**src/hdl/retire_pkg.sv**
```systemverilog
////////////////////
// Shared widths, in-flight ID count, op codes
// and write-back unit count for the retire section
////////////////////

`default_nettype none

package retire_pkg;

    // Data path width
    localparam int XLEN = 32;

    // In-flight ID pool
    localparam int MAX_INFLIGHT_COUNT = 8;
    localparam int ID_W = $clog2(MAX_INFLIGHT_COUNT);

    // Register number width
    localparam int RD_W = 5;

    // Units writing back, index 0 ALU, index 1 multiplier
    localparam int NUM_WB_UNITS = 2;

    // Multiplier cycles from accept to done
    localparam int MUL_LATENCY = 3;

    typedef logic [ID_W-1:0] instruction_id_t;

    typedef enum logic [1:0] {
        OP_ADD = 2'b00,
        OP_SUB = 2'b01,
        OP_XOR = 2'b10,
        OP_MUL = 2'b11
    } op_t;

endpackage

`default_nettype wire

```
**src/hdl/unit_issue_if.sv**
```systemverilog
////////////////////
// One operation from the issue stage
// to an execution unit
////////////////////

`timescale 1ns/1ps
`default_nettype none

interface unit_issue_if;
    import retire_pkg::*;

    // No ready, units take an op every cycle
    logic valid;
    instruction_id_t id;
    op_t op;
    logic [XLEN-1:0] a;
    logic [XLEN-1:0] b;

    modport issuer (output valid, id, op, a, b);

    modport unit (input valid, id, op, a, b);

endinterface

`default_nettype wire

```
**src/hdl/id_tracking.sv**
```systemverilog
////////////////////
// Circular in-flight ID allocator
// next, oldest, empty and available
////////////////////

`timescale 1ns/1ps
`default_nettype none

module id_tracking (
    input  wire logic clk,
    input  wire logic rst,
    input  wire logic issued,
    input  wire logic retired,
    output retire_pkg::instruction_id_t next_id,
    output retire_pkg::instruction_id_t oldest_id,
    output logic id_available,
    output logic empty
);
    import retire_pkg::*;

    // One extra bit so a full pool is distinct from empty
    logic [ID_W:0] inflight_count;

    ////////////////////
    // Pointers

    // IDs are handed out and retired in the same circular order
    always_ff @(posedge clk) begin
        if (rst) begin
            next_id <= '0;
            oldest_id <= '0;
        end else begin
            if (issued)
                next_id <= next_id + 1'b1;
            if (retired)
                oldest_id <= oldest_id + 1'b1;
        end
    end

    ////////////////////
    // Occupancy

    // Issue and retire in one cycle leave the count as is
    always_ff @(posedge clk) begin
        if (rst) begin
            inflight_count <= '0;
        end else begin
            case ({issued, retired})
                2'b10: inflight_count <= inflight_count + 1'b1;
                2'b01: inflight_count <= inflight_count - 1'b1;
                default: inflight_count <= inflight_count;
            endcase
        end
    end

    // Free ID exists while fewer than eight are out
    assign id_available = inflight_count < (ID_W+1)'(MAX_INFLIGHT_COUNT);

    // Nothing in flight
    assign empty = (inflight_count == '0);

endmodule

`default_nettype wire

```
**src/hdl/issue_stage.sv**
```systemverilog
////////////////////
// Issue stage, accepts external ops, takes an ID
// and routes each op to the ALU or multiplier
////////////////////

`timescale 1ns/1ps
`default_nettype none

module issue_stage (
    input  wire logic clk,
    input  wire logic rst,
    input  wire logic issue_valid,
    input  wire retire_pkg::op_t issue_op,
    input  wire logic [retire_pkg::XLEN-1:0] issue_a,
    input  wire logic [retire_pkg::XLEN-1:0] issue_b,
    input  wire logic [retire_pkg::RD_W-1:0] issue_rd,
    output logic issue_ready,
    input  wire retire_pkg::instruction_id_t next_id,
    input  wire logic id_available,
    output logic issued,
    output logic [retire_pkg::RD_W-1:0] issued_rd,
    unit_issue_if.issuer alu_if,
    unit_issue_if.issuer mul_if
);
    import retire_pkg::*;

    logic issue_en;
    logic accept;
    logic to_mul;

    // Held low through reset, so no unit sees a valid op then
    always_ff @(posedge clk) begin
        if (rst)
            issue_en <= 1'b0;
        else
            issue_en <= 1'b1;
    end

    ////////////////////
    // Handshake

    // Ready only while a free ID exists
    assign issue_ready = id_available & issue_en;
    assign accept = issue_valid & issue_ready;

    // ID tracking and destination table
    assign issued = accept;
    assign issued_rd = issue_rd;

    ////////////////////
    // Steering

    // Multiply goes to the pipelined unit, all else to the ALU
    assign to_mul = (issue_op == OP_MUL);

    assign alu_if.valid = accept & ~to_mul;
    assign alu_if.id = next_id;
    assign alu_if.op = issue_op;
    assign alu_if.a = issue_a;
    assign alu_if.b = issue_b;

    assign mul_if.valid = accept & to_mul;
    assign mul_if.id = next_id;
    assign mul_if.op = issue_op;
    assign mul_if.a = issue_a;
    assign mul_if.b = issue_b;

endmodule

`default_nettype wire

```
**src/hdl/alu_unit.sv**
```systemverilog
////////////////////
// Single-cycle add, sub, xor unit
////////////////////

`timescale 1ns/1ps
`default_nettype none

module alu_unit (
    input  wire logic clk,
    input  wire logic rst,
    unit_issue_if.unit issue,
    output logic done,
    output retire_pkg::instruction_id_t id,
    output logic [retire_pkg::XLEN-1:0] rd
);
    import retire_pkg::*;

    logic [XLEN-1:0] result;

    // Op select
    always_comb begin
        case (issue.op)
            OP_ADD: result = issue.a + issue.b;
            OP_SUB: result = issue.a - issue.b;
            // Xor, multiply never steered here
            default: result = issue.a ^ issue.b;
        endcase
    end

    // Completion one cycle after accept
    always_ff @(posedge clk) begin
        if (rst)
            done <= 1'b0;
        else
            done <= issue.valid;
    end

    // Result and its ID
    always_ff @(posedge clk) begin
        if (issue.valid) begin
            id <= issue.id;
            rd <= result;
        end
    end

endmodule

`default_nettype wire

```
**src/hdl/mul_unit.sv**
```systemverilog
////////////////////
// Three-stage pipelined multiplier
// low 32 bits of the product, done by ID
////////////////////

`timescale 1ns/1ps
`default_nettype none

module mul_unit (
    input  wire logic clk,
    input  wire logic rst,
    unit_issue_if.unit issue,
    output logic done,
    output retire_pkg::instruction_id_t id,
    output logic [retire_pkg::XLEN-1:0] rd
);
    import retire_pkg::*;

    // Valid and ID per stage
    logic [MUL_LATENCY-1:0] valid_pipe;
    instruction_id_t id_pipe [MUL_LATENCY];

    // Stage 1 partial products
    logic [XLEN-1:0] pp_ll;
    logic [XLEN/2-1:0] pp_lh;
    logic [XLEN/2-1:0] pp_hl;

    // Stage 2
    logic [XLEN-1:0] s2_ll;
    logic [XLEN/2-1:0] s2_cross;

    ////////////////////
    // Control pipe
    always_ff @(posedge clk) begin
        if (rst)
            valid_pipe <= '0;
        else
            valid_pipe <= {valid_pipe[MUL_LATENCY-2:0], issue.valid};
    end

    always_ff @(posedge clk) begin
        id_pipe[0] <= issue.id;
        for (int s = 1; s < MUL_LATENCY; s++)
            id_pipe[s] <= id_pipe[s-1];
    end

    ////////////////////
    // Data pipe
    always_ff @(posedge clk) begin
        // Only the low half of each cross term reaches the low word
        pp_ll <= issue.a[XLEN/2-1:0] * issue.b[XLEN/2-1:0];
        pp_lh <= (XLEN/2)'(issue.a[XLEN/2-1:0] * issue.b[XLEN-1:XLEN/2]);
        pp_hl <= (XLEN/2)'(issue.a[XLEN-1:XLEN/2] * issue.b[XLEN/2-1:0]);

        s2_ll <= pp_ll;
        s2_cross <= pp_lh + pp_hl;

        // Cross sum shifted into the upper half
        rd <= s2_ll + {s2_cross, (XLEN/2)'(0)};
    end

    assign done = valid_pipe[MUL_LATENCY-1];
    assign id = id_pipe[MUL_LATENCY-1];

endmodule

`default_nettype wire

```
**src/hdl/write_back.sv**
```systemverilog
////////////////////
// Write-back, result slot per ID, done bitmap
// and in-order retire to the register-file port
////////////////////

`timescale 1ns/1ps
`default_nettype none

module write_back (
    input  wire logic clk,
    input  wire logic rst,
    input  wire logic issued,
    input  wire logic [retire_pkg::RD_W-1:0] issued_rd,
    input  wire retire_pkg::instruction_id_t next_id,
    input  wire retire_pkg::instruction_id_t oldest_id,
    input  wire logic empty,
    output logic retired,
    input  wire logic unit_done [retire_pkg::NUM_WB_UNITS],
    input  wire retire_pkg::instruction_id_t unit_id [retire_pkg::NUM_WB_UNITS],
    input  wire logic [retire_pkg::XLEN-1:0] unit_rd [retire_pkg::NUM_WB_UNITS],
    output logic retire_valid,
    output retire_pkg::instruction_id_t retire_id,
    output logic [retire_pkg::RD_W-1:0] retire_rd,
    output logic [retire_pkg::XLEN-1:0] retire_data,
    output logic queue_empty
);
    import retire_pkg::*;

    // Destination register per ID
    logic [RD_W-1:0] rd_table [MAX_INFLIGHT_COUNT];

    // Result per ID
    logic [XLEN-1:0] result_slot [MAX_INFLIGHT_COUNT];

    // Done tracking
    logic [MAX_INFLIGHT_COUNT-1:0] id_done_new;
    logic [MAX_INFLIGHT_COUNT-1:0] id_done;
    logic [MAX_INFLIGHT_COUNT-1:0] id_done_r;

    // One-hot of the ID retired, and a cycle later
    logic [MAX_INFLIGHT_COUNT-1:0] retired_onehot;
    logic [MAX_INFLIGHT_COUNT-1:0] retired_onehot_r;

    logic [XLEN-1:0] retire_word;

    ////////////////////
    // Destination table
    always_ff @(posedge clk) begin
        if (issued)
            rd_table[next_id] <= issued_rd;
    end

    ////////////////////
    // Completion

    // Units hold distinct IDs, so at most one hit per ID
    always_comb begin
        for (int i = 0; i < MAX_INFLIGHT_COUNT; i++) begin
            id_done_new[i] = 1'b0;
            for (int j = 0; j < NUM_WB_UNITS; j++) begin
                if (unit_done[j] && (unit_id[j] == ID_W'(i)))
                    id_done_new[i] = 1'b1;
            end
        end
    end

    // Result store, both units may land in one cycle
    always_ff @(posedge clk) begin
        for (int i = 0; i < MAX_INFLIGHT_COUNT; i++) begin
            for (int j = 0; j < NUM_WB_UNITS; j++) begin
                if (unit_done[j] && (unit_id[j] == ID_W'(i)))
                    result_slot[i] <= unit_rd[j];
            end
        end
    end

    // Done bit drops the cycle after its ID retires
    assign id_done = (id_done_r & ~retired_onehot_r) | id_done_new;

    always_ff @(posedge clk) begin
        if (rst) begin
            id_done_r <= '0;
            retired_onehot_r <= '0;
        end else begin
            id_done_r <= id_done;
            retired_onehot_r <= retired_onehot;
        end
    end

    ////////////////////
    // Retire

    // Oldest op leaves as soon as it is done, same cycle as its done
    assign retired = id_done[oldest_id] & ~empty;

    always_comb begin
        retired_onehot = '0;
        retired_onehot[oldest_id] = retired;
    end

    // Bypass for a result arriving in the retire cycle
    always_comb begin
        retire_word = result_slot[oldest_id];
        for (int j = 0; j < NUM_WB_UNITS; j++) begin
            if (unit_done[j] && (unit_id[j] == oldest_id))
                retire_word = unit_rd[j];
        end
    end

    // Register-file port, one cycle behind the decision
    always_ff @(posedge clk) begin
        if (rst)
            retire_valid <= 1'b0;
        else
            retire_valid <= retired;
    end

    always_ff @(posedge clk) begin
        retire_id <= oldest_id;
        retire_rd <= rd_table[oldest_id];
        retire_data <= retire_word;
    end

    assign queue_empty = empty;

endmodule

`default_nettype wire

```
**src/hdl/wb_core.sv**
```systemverilog
////////////////////
// Top level, issue, units, ID tracking, write-back
////////////////////

`timescale 1ns/1ps
`default_nettype none

module wb_core (
    input  wire logic clk,
    input  wire logic rst,
    input  wire logic issue_valid,
    input  wire retire_pkg::op_t issue_op,
    input  wire logic [retire_pkg::XLEN-1:0] issue_a,
    input  wire logic [retire_pkg::XLEN-1:0] issue_b,
    input  wire logic [retire_pkg::RD_W-1:0] issue_rd,
    output logic issue_ready,
    output logic retire_valid,
    output retire_pkg::instruction_id_t retire_id,
    output logic [retire_pkg::RD_W-1:0] retire_rd,
    output logic [retire_pkg::XLEN-1:0] retire_data,
    output logic queue_empty
);
    import retire_pkg::*;

    // ID tracking
    instruction_id_t next_id;
    instruction_id_t oldest_id;
    logic id_available;
    logic empty;
    logic issued;
    logic retired;
    logic [RD_W-1:0] issued_rd;

    // Write-back buses, 0 is the ALU, 1 the multiplier
    wire logic unit_done [NUM_WB_UNITS];
    wire instruction_id_t unit_id [NUM_WB_UNITS];
    wire logic [XLEN-1:0] unit_rd [NUM_WB_UNITS];

    unit_issue_if alu_if ();
    unit_issue_if mul_if ();

    issue_stage issue_stage_inst (
        .clk, .rst,
        .issue_valid, .issue_op, .issue_a, .issue_b, .issue_rd,
        .issue_ready,
        .next_id, .id_available,
        .issued, .issued_rd,
        .alu_if(alu_if.issuer),
        .mul_if(mul_if.issuer)
    );

    id_tracking id_tracking_inst (
        .clk, .rst, .issued, .retired,
        .next_id, .oldest_id, .id_available, .empty
    );

    alu_unit alu_unit_inst (
        .clk, .rst, .issue(alu_if.unit),
        .done(unit_done[0]), .id(unit_id[0]), .rd(unit_rd[0])
    );

    mul_unit mul_unit_inst (
        .clk, .rst, .issue(mul_if.unit),
        .done(unit_done[1]), .id(unit_id[1]), .rd(unit_rd[1])
    );

    write_back write_back_inst (
        .clk, .rst, .issued, .issued_rd, .next_id, .oldest_id, .empty,
        .retired, .unit_done, .unit_id, .unit_rd,
        .retire_valid, .retire_id, .retire_rd, .retire_data, .queue_empty
    );

endmodule

`default_nettype wire

```
**config.mk**
```make
export PLATFORM = sky130hd
export DESIGN_NAME = wb_core
export DESIGN_NICKNAME = d
export VERILOG_FILES = /design/src/hdl/retire_pkg.sv /design/src/hdl/unit_issue_if.sv /design/src/hdl/id_tracking.sv /design/src/hdl/issue_stage.sv /design/src/hdl/alu_unit.sv /design/src/hdl/mul_unit.sv /design/src/hdl/write_back.sv /design/src/hdl/wb_core.sv
export SDC_FILE = /design/constraint.sdc
export NUM_CORES = 2
export LEC_CHECK = 0
export ABC_AREA = 1
export ABC_CLOCK_PERIOD_IN_PS = 6400
export BUFFER_PORTS_ARGS = -buffer_cell sky130_fd_sc_hd__buf_2
export CORE_ASPECT_RATIO = 0.8
export CORE_UTILIZATION = 25
export DETAILED_ROUTE_END_ITERATION = 16
export HOLD_SLACK_MARGIN = 0.08
export SYNTH_ARGS = -nofsm -noshare
export SYNTH_HDL_FRONTEND = slang
export SYNTH_SLANG_ARGS = --single-unit
export TNS_END_PERCENT = 5
```
**constraint.sdc**
```tcl
create_clock -name clk -period 6.4 [get_ports clk]
set_clock_uncertainty 0.05 [all_clocks]
set_input_delay 0.64 -clock clk [delete_from_list [all_inputs] [get_ports clk]]
set_output_delay 0.64 -clock clk [all_outputs]
set_load 0.01 [all_outputs]
```
Yosys cells after proc, flatten, opt, wreduce, memory -nomap -nowiden:

Memory sizes are Yosys's and may differ from the RTL's. A register that Yosys moved wholly into a read port is not among the register bits.
Cells that the tools add are included.

* memories: 3
* memory bits (writable): 305
* register bits: 246

* reduce and logical (&&, ||, !) cells: 24
* equality and inequality tests: 20
* multiply operators: 3
* $lt $le $gt $ge: 3
* muxes and demuxes: 61
* bitwise operators: 20
* add/subtract/negate cells: 8

Memories
* write_back_inst.result_slot: depth 8, bits a word 32, read ports 1, clocked after Yosys merged registers in 1, write ports 8, RTL line write_back.sv:33 `logic [XLEN-1:0] result_slot [MAX_INFLIGHT_COUNT];`
* write_back_inst.rd_table: depth 8, bits a word 5, read ports 1, clocked after Yosys merged registers in 1, write ports 1, RTL line write_back.sv:30 `logic [RD_W-1:0] rd_table [MAX_INFLIGHT_COUNT];`
* mul_unit_inst.id_pipe: depth 3, bits a word 3, read ports 3, clocked after Yosys merged registers in 0, write ports 3, RTL line mul_unit.sv:21 `instruction_id_t id_pipe [MUL_LATENCY];`

Operator list (count)
* $mux W32: 10
* $add A32 B32 Y32: 2
* $pmux W32 S2: 1
* $mux W1: 45
* $mul A16 B16 Y16: 2
* $mul A16 B16 Y32: 1
* $sub A32 B32 Y32: 1
* $xor A32 B32 Y32: 1
* $eq A3 B3 Y1 const B: 8
* $logic_and A1 B1 Y1: 19
* $add A16 B16 Y16: 1
* $and A8 B8 Y8: 2
* $eq A3 B2 Y1 const B: 4
* $not A8 Y8: 1
* $or A1 B1 Y1: 8
* $or A8 B8 Y8: 1
* $pmux W4 S2: 1
* $add A3 B1 Y3 const B: 2
* $eq A3 B1 Y1 const B: 2
* $eq A3 B3 Y1: 2
* $logic_not A3 Y1: 2
* $mux W3: 2
* $and A1 B1 Y1: 5
* $add A4 B1 Y4 const B: 1
* other kinds (12): 15

Logic depth before layout (Yosys ltp):

* depth in word-level cells: 10
* mapped depth: 28
* depth with buffers taken out: 26

Cells and area by module:

From an unflattened synthesis, not the netlist that was laid out.

* cells, all modules: 5636
* area total of the unflattened synthesis: 44815.5 µm²

By module, submodules not included
* mul_unit: area each 21804.7 µm², times used 1, cells an instance 2786
* write_back: area each 16323.2 µm², times used 1, cells an instance 1790
* alu_unit: area each 5032.3 µm², times used 1, cells an instance 841
* issue_stage: area each 1133.6 µm², times used 1, cells an instance 153
* id_tracking: area each 521.8 µm², times used 1, cells an instance 66

Worst setup path before layout:

Ideal clock, no wire load.

* path type: input to register
* start: in issue_b[1] (netlist name)
* end: reg mul_unit_inst.pp_ll[31]
* data arrival time: 5.664 ns
* stages on the path: 21
* path slack: 0.574 ns
* data required time: 6.238 ns
* library setup time: 0.112 ns
* buffers on the path: 2
* cells stage by stage: clkbuf_1 -> clkbuf_1 -> nand2_1 -> fa_1 -> fa_1 -> fa_1 -> fa_1 -> inv_1 -> fa_1 -> inv_1 -> fa_1 -> inv_1 -> ha_1 -> nand2_1 -> nor2_1 -> and3_1 -> nor2_1 -> o21ai_0 -> nand2_1 -> nand3_1 -> nand2_1

* word-level cells in the longest chain between the ends: 1

RTL lines
* from (decl): RTL line wb_core.sv:14 `input wire logic [retire_pkg::XLEN-1:0] issue_b,`
* $mul A16 B16 Y32: RTL line mul_unit.sv:51 `pp_ll <= issue.a[XLEN/2-1:0] * issue.b[XLEN/2-1:0];`
* to (signal assigned): RTL line mul_unit.sv:51
* to (decl): RTL line mul_unit.sv:24 `logic [XLEN-1:0] pp_ll;`

No other way between the ends.
A chain may end at the register's enable or synchronous reset.

Worst setup path after layout:

* start: in issue_a[12] (netlist name)
* end: reg mul_unit_inst.pp_ll[27]

* word-level cells in the longest chain between the ends: 1

RTL lines
* from (decl): RTL line wb_core.sv:13 `input wire logic [retire_pkg::XLEN-1:0] issue_a,`
* $mul A16 B16 Y32: RTL line mul_unit.sv:51

No other way between the ends.

==> results.cfg <==
[clock_tree]
cts_buffers = 58
post_cts_buffers = 0
hold_buffers = 0
h-tree-depth = 2
cts_root_buffer = clkbuf_16
path_clk_slew_ns = 0.06
clock_latency_ns = 0.69
cts_num_sinks = 559
cts_resized = 0
clk_path_buf_depth = 3
tritoncts = done

[power_and_ir_drop]
total_power_uw = 20900
power_density_nw_per_um2 = 433
p_leak_uw = 0.0235
peakVddDrop_mv = 0.430

[synth]
yosysSeqAreaShare_pct = 33.5
synth-edff-count = 331
synth_compound_area_share_pct = 10.4
syn_area_um2 = 43400
synth-simple-area-share_pct = 18.0
synth_top_area_cell = edfxtp_1
synthArstFlopShare_pct = 0
ys_types = 55
yosysWarnings = 0
muxShareOfSynthArea_pct = 0
synth_flop_cell = edfxtp_1
yosys-top-cells-area = edfxtp_1 (23%), fa_1 (17%), nand2_1 (12%)
ys_ff_latch = 559
synthesis.nets = 6006
synth_xor_area_share_pct = 2.53
yosys.area.top_type_share_pct = 22.9
synth_top_family_by_area = adder cells
synth.avg_cell_area_um2 = 8.20
yosys.area_share.adder_pct = 24.8
synthCells = 5289

[sta]
fin_crit_sh_pct = 88.0
final.setup.tns_ns = 0
period_minus_slack_ns = 5.63
hold_violations = 0
rsz0062_at_grt = false
tightest_slew_ns = 0.861
slew_headroom_pct = 42.6
fmaxAchievable_mhz = 178
setup_viol = 0
slew_viol_final = 0

[floorplanning]
rows = 136
start_util_pct = 25.2
fp.dieH_um = 374
core_area_um2 = 172000
die_x_um = 468
dieArea_um2 = 175000
ioPinCount = 117

[placement]
placed_area_um2 = 46500
numPortBuffers = 116
gp_congestion = 0.942
dpl.hpwl_mm = 100
dp.cells = 7497

[setup_path]
critPathTopFamily = adder cells
cp-start-kind = primary input
path_class = in -> reg
cp.buffers_inverters = 5
critical_path_arrival_ns = 6.11
cp.required_ns = 6.88
cpMaxStageDelayCell = fa_1
max_stage_delay_ns = 0.55
cpMostUsedCell = fa_1
path_max_fanout = 17
path_cells = buf_2 > nand2_1 > fa_1 > fa_1 > inv_1 > fa_1 > fa_1 > fa_1 > inv_1 > fa_1 > inv_1 > ha_1 > nand2_1 > nor2_1 > inv_1 > nor3_1 > nand3_1 > nand3_1 > nand2_1 > nand2_1 > xor2_1
end_kind = flop

[global_routing]
grt_usage_pct = 15.6
use_met2_pct = 23.4
overflow = 0
antenna_found_initial = 6
grt_most_used_layer = met2
grt_pass1_vias = 34500
grt_max_degree = 71
met3_usage_pct = 2.53
grt_pass1_wl_mm = 210
use_met1_pct = 22.8

[finish]
area_growth_pct = 11.6
stdcell_count = 7608
seq_area_um2 = 14500
drive_above_1_share_pct = 7.15
final_util_pct = 28.1
nets = 5997
fillers = 18400
fin_area_um2 = 48400
multiInputGateArea_um2 = 24200

[run]
drv_cap = 0

[routing]
drt_iter0_markers = 3698
finalWirelength_mm = 138
ant_nets = 0
vias = 35500
avgRoutedWirePerCell_um = 18.1
avgViaCountPerCell = 4.67
remaining_drc_errors = 0
dr.pass1.iters = 6

[outcome]
outcome = finished, final reports clean

[worst_hold_path]
worstHoldPathType = reg -> reg
-- layer usage --
metal  vias up  routed length [um]
met1     17100               63000
li1      16600                   -
met3       199               12400
met4         4                3680
met2      1551               58600
met5         -                  27
-- power breakdown --
part	total [uW]	leakage, uW	internal, uW	switching (uW)
Sequential	4850	0.00490	4480	372
Clock	3390	0.000931	1850	1540
Combinational	12700	0.0177	4420	8280
-- registers in the layout (all words and copies together), names as in the netlist, 4 cells and up, named ones only --
name                              count
mul_unit_inst.id_pipe                 9
write_back_inst.retire_data          32
write_back_inst.retired_onehot_r      8
mul_unit_inst.pp_hl                  16
mul_unit_inst.s2_cross               16
write_back_inst.rd_table             40
write_back_inst.retire_rd             5
mul_unit_inst.rd                     32
mul_unit_inst.pp_ll                  32
alu_unit_inst.rd                     32
write_back_inst.result_slot         256
id_tracking_inst.inflight_count       4
mul_unit_inst.s2_ll                  32
mul_unit_inst.pp_lh                  16
write_back_inst.id_done_r             8
-- cell usage in the layout (no fill, tap or decap), types with 19 or more instances in the layout --
cell type	instances
o21ai_1	32
fa_1	358
inv_1	932
a21oi_1	154
o22ai_1	50
or2_2	22
clkbuf_16	61
o211ai_1	37
nand3_1	163
buf_4	94
dfxtp_1	226
xnor2_1	40
nor2_1	277
xor2_1	85
buf_2	116
a31oi_1	19
ha_1	285
nor3_1	28
o21ai_0	435
nand2_1	1355
nand4_1	20
edfxtp_1	331
-- Yosys cell counts (4+ instances only) --
cell type	number
a211oi_1	8
a21boi_0	5
a21o_1	11
a21oi_1	154
a221oi_1	10
a22o_1	4
a22oi_1	7
a31oi_1	19
buf_1	53
buf_2	59
clkbuf_1	161
dfxtp_1	228
edfxtp_1	331
fa_1	358
ha_1	285
inv_1	932
inv_2	9
nand2_1	1366
nand3_1	163
nand3b_1	15
nand4_1	20
nor2_1	278
nor2_2	10
nor3_1	28
nor3_4	7
nor4_1	4
o2111ai_1	4
o211ai_1	37
o21ai_0	438
o21ai_1	32
o21ai_2	5
o21bai_1	16
o221ai_1	4
o22ai_1	50
o31ai_1	5
or2_2	22
xnor2_1	40
xor2_1	85
-- stage by stage --
stage / setup slack (ns) / hold WS (ns)
final: 0.768 / 0.204
after detailed placement: 0.222 / 0.262
after global routing: 0.486 / 0.196
after global placement: 0.273 / 0.261
after floorplan: 0.574 / 0.260
after CTS: 0.844 / 0.169
-- cells by family (layout without fill, tap and decap cells) --
family / count (synthesis) / count (layout)
AND/OR/NAND/NOR: 1924 / 1924
other: 0 / 3
flip-flops: 559 / 559
XOR/XNOR: 125 / 125
AO/OA/AOI/OAI: 814 / 814
buffers and inverters: 1224 / 1263
adder cells (fa/ha/maj): 643 / 643
-- layout make-up --
type,instances,share of cell area (%)
antenna,3,0.0155
inverter,944,7.35
timing repair buffer,211,2.70
clock inverter,33,0.639
sequential,559,30.0
tap,2277,5.89
multi-input combinational,3506,50.1
clock buffer,75,3.33
-- worst paths after layout --
path | slack (ns) | start | depth (start not counted) | end
setup / recovery | 0.77 | issue_a[12] | 21 | mul_unit_inst.pp_ll[27]$_DFF_P_
hold / removal | 0.20 | mul_unit_inst.s2_ll[3]$_DFF_P_ | 0 | mul_unit_inst.rd[3]$_DFF_P_
setup reg to reg | 2.82 | mul_unit_inst.id_pipe[0][7]$_DFF_P_ | 19 | id_tracking_inst.inflight_count[3]$_SDFFE_PP0P_
hold reg to reg | 0.20 | mul_unit_inst.s2_ll[3]$_DFF_P_ | 0 | mul_unit_inst.rd[3]$_DFF_P_
Power figures use the tool's default switching activity.
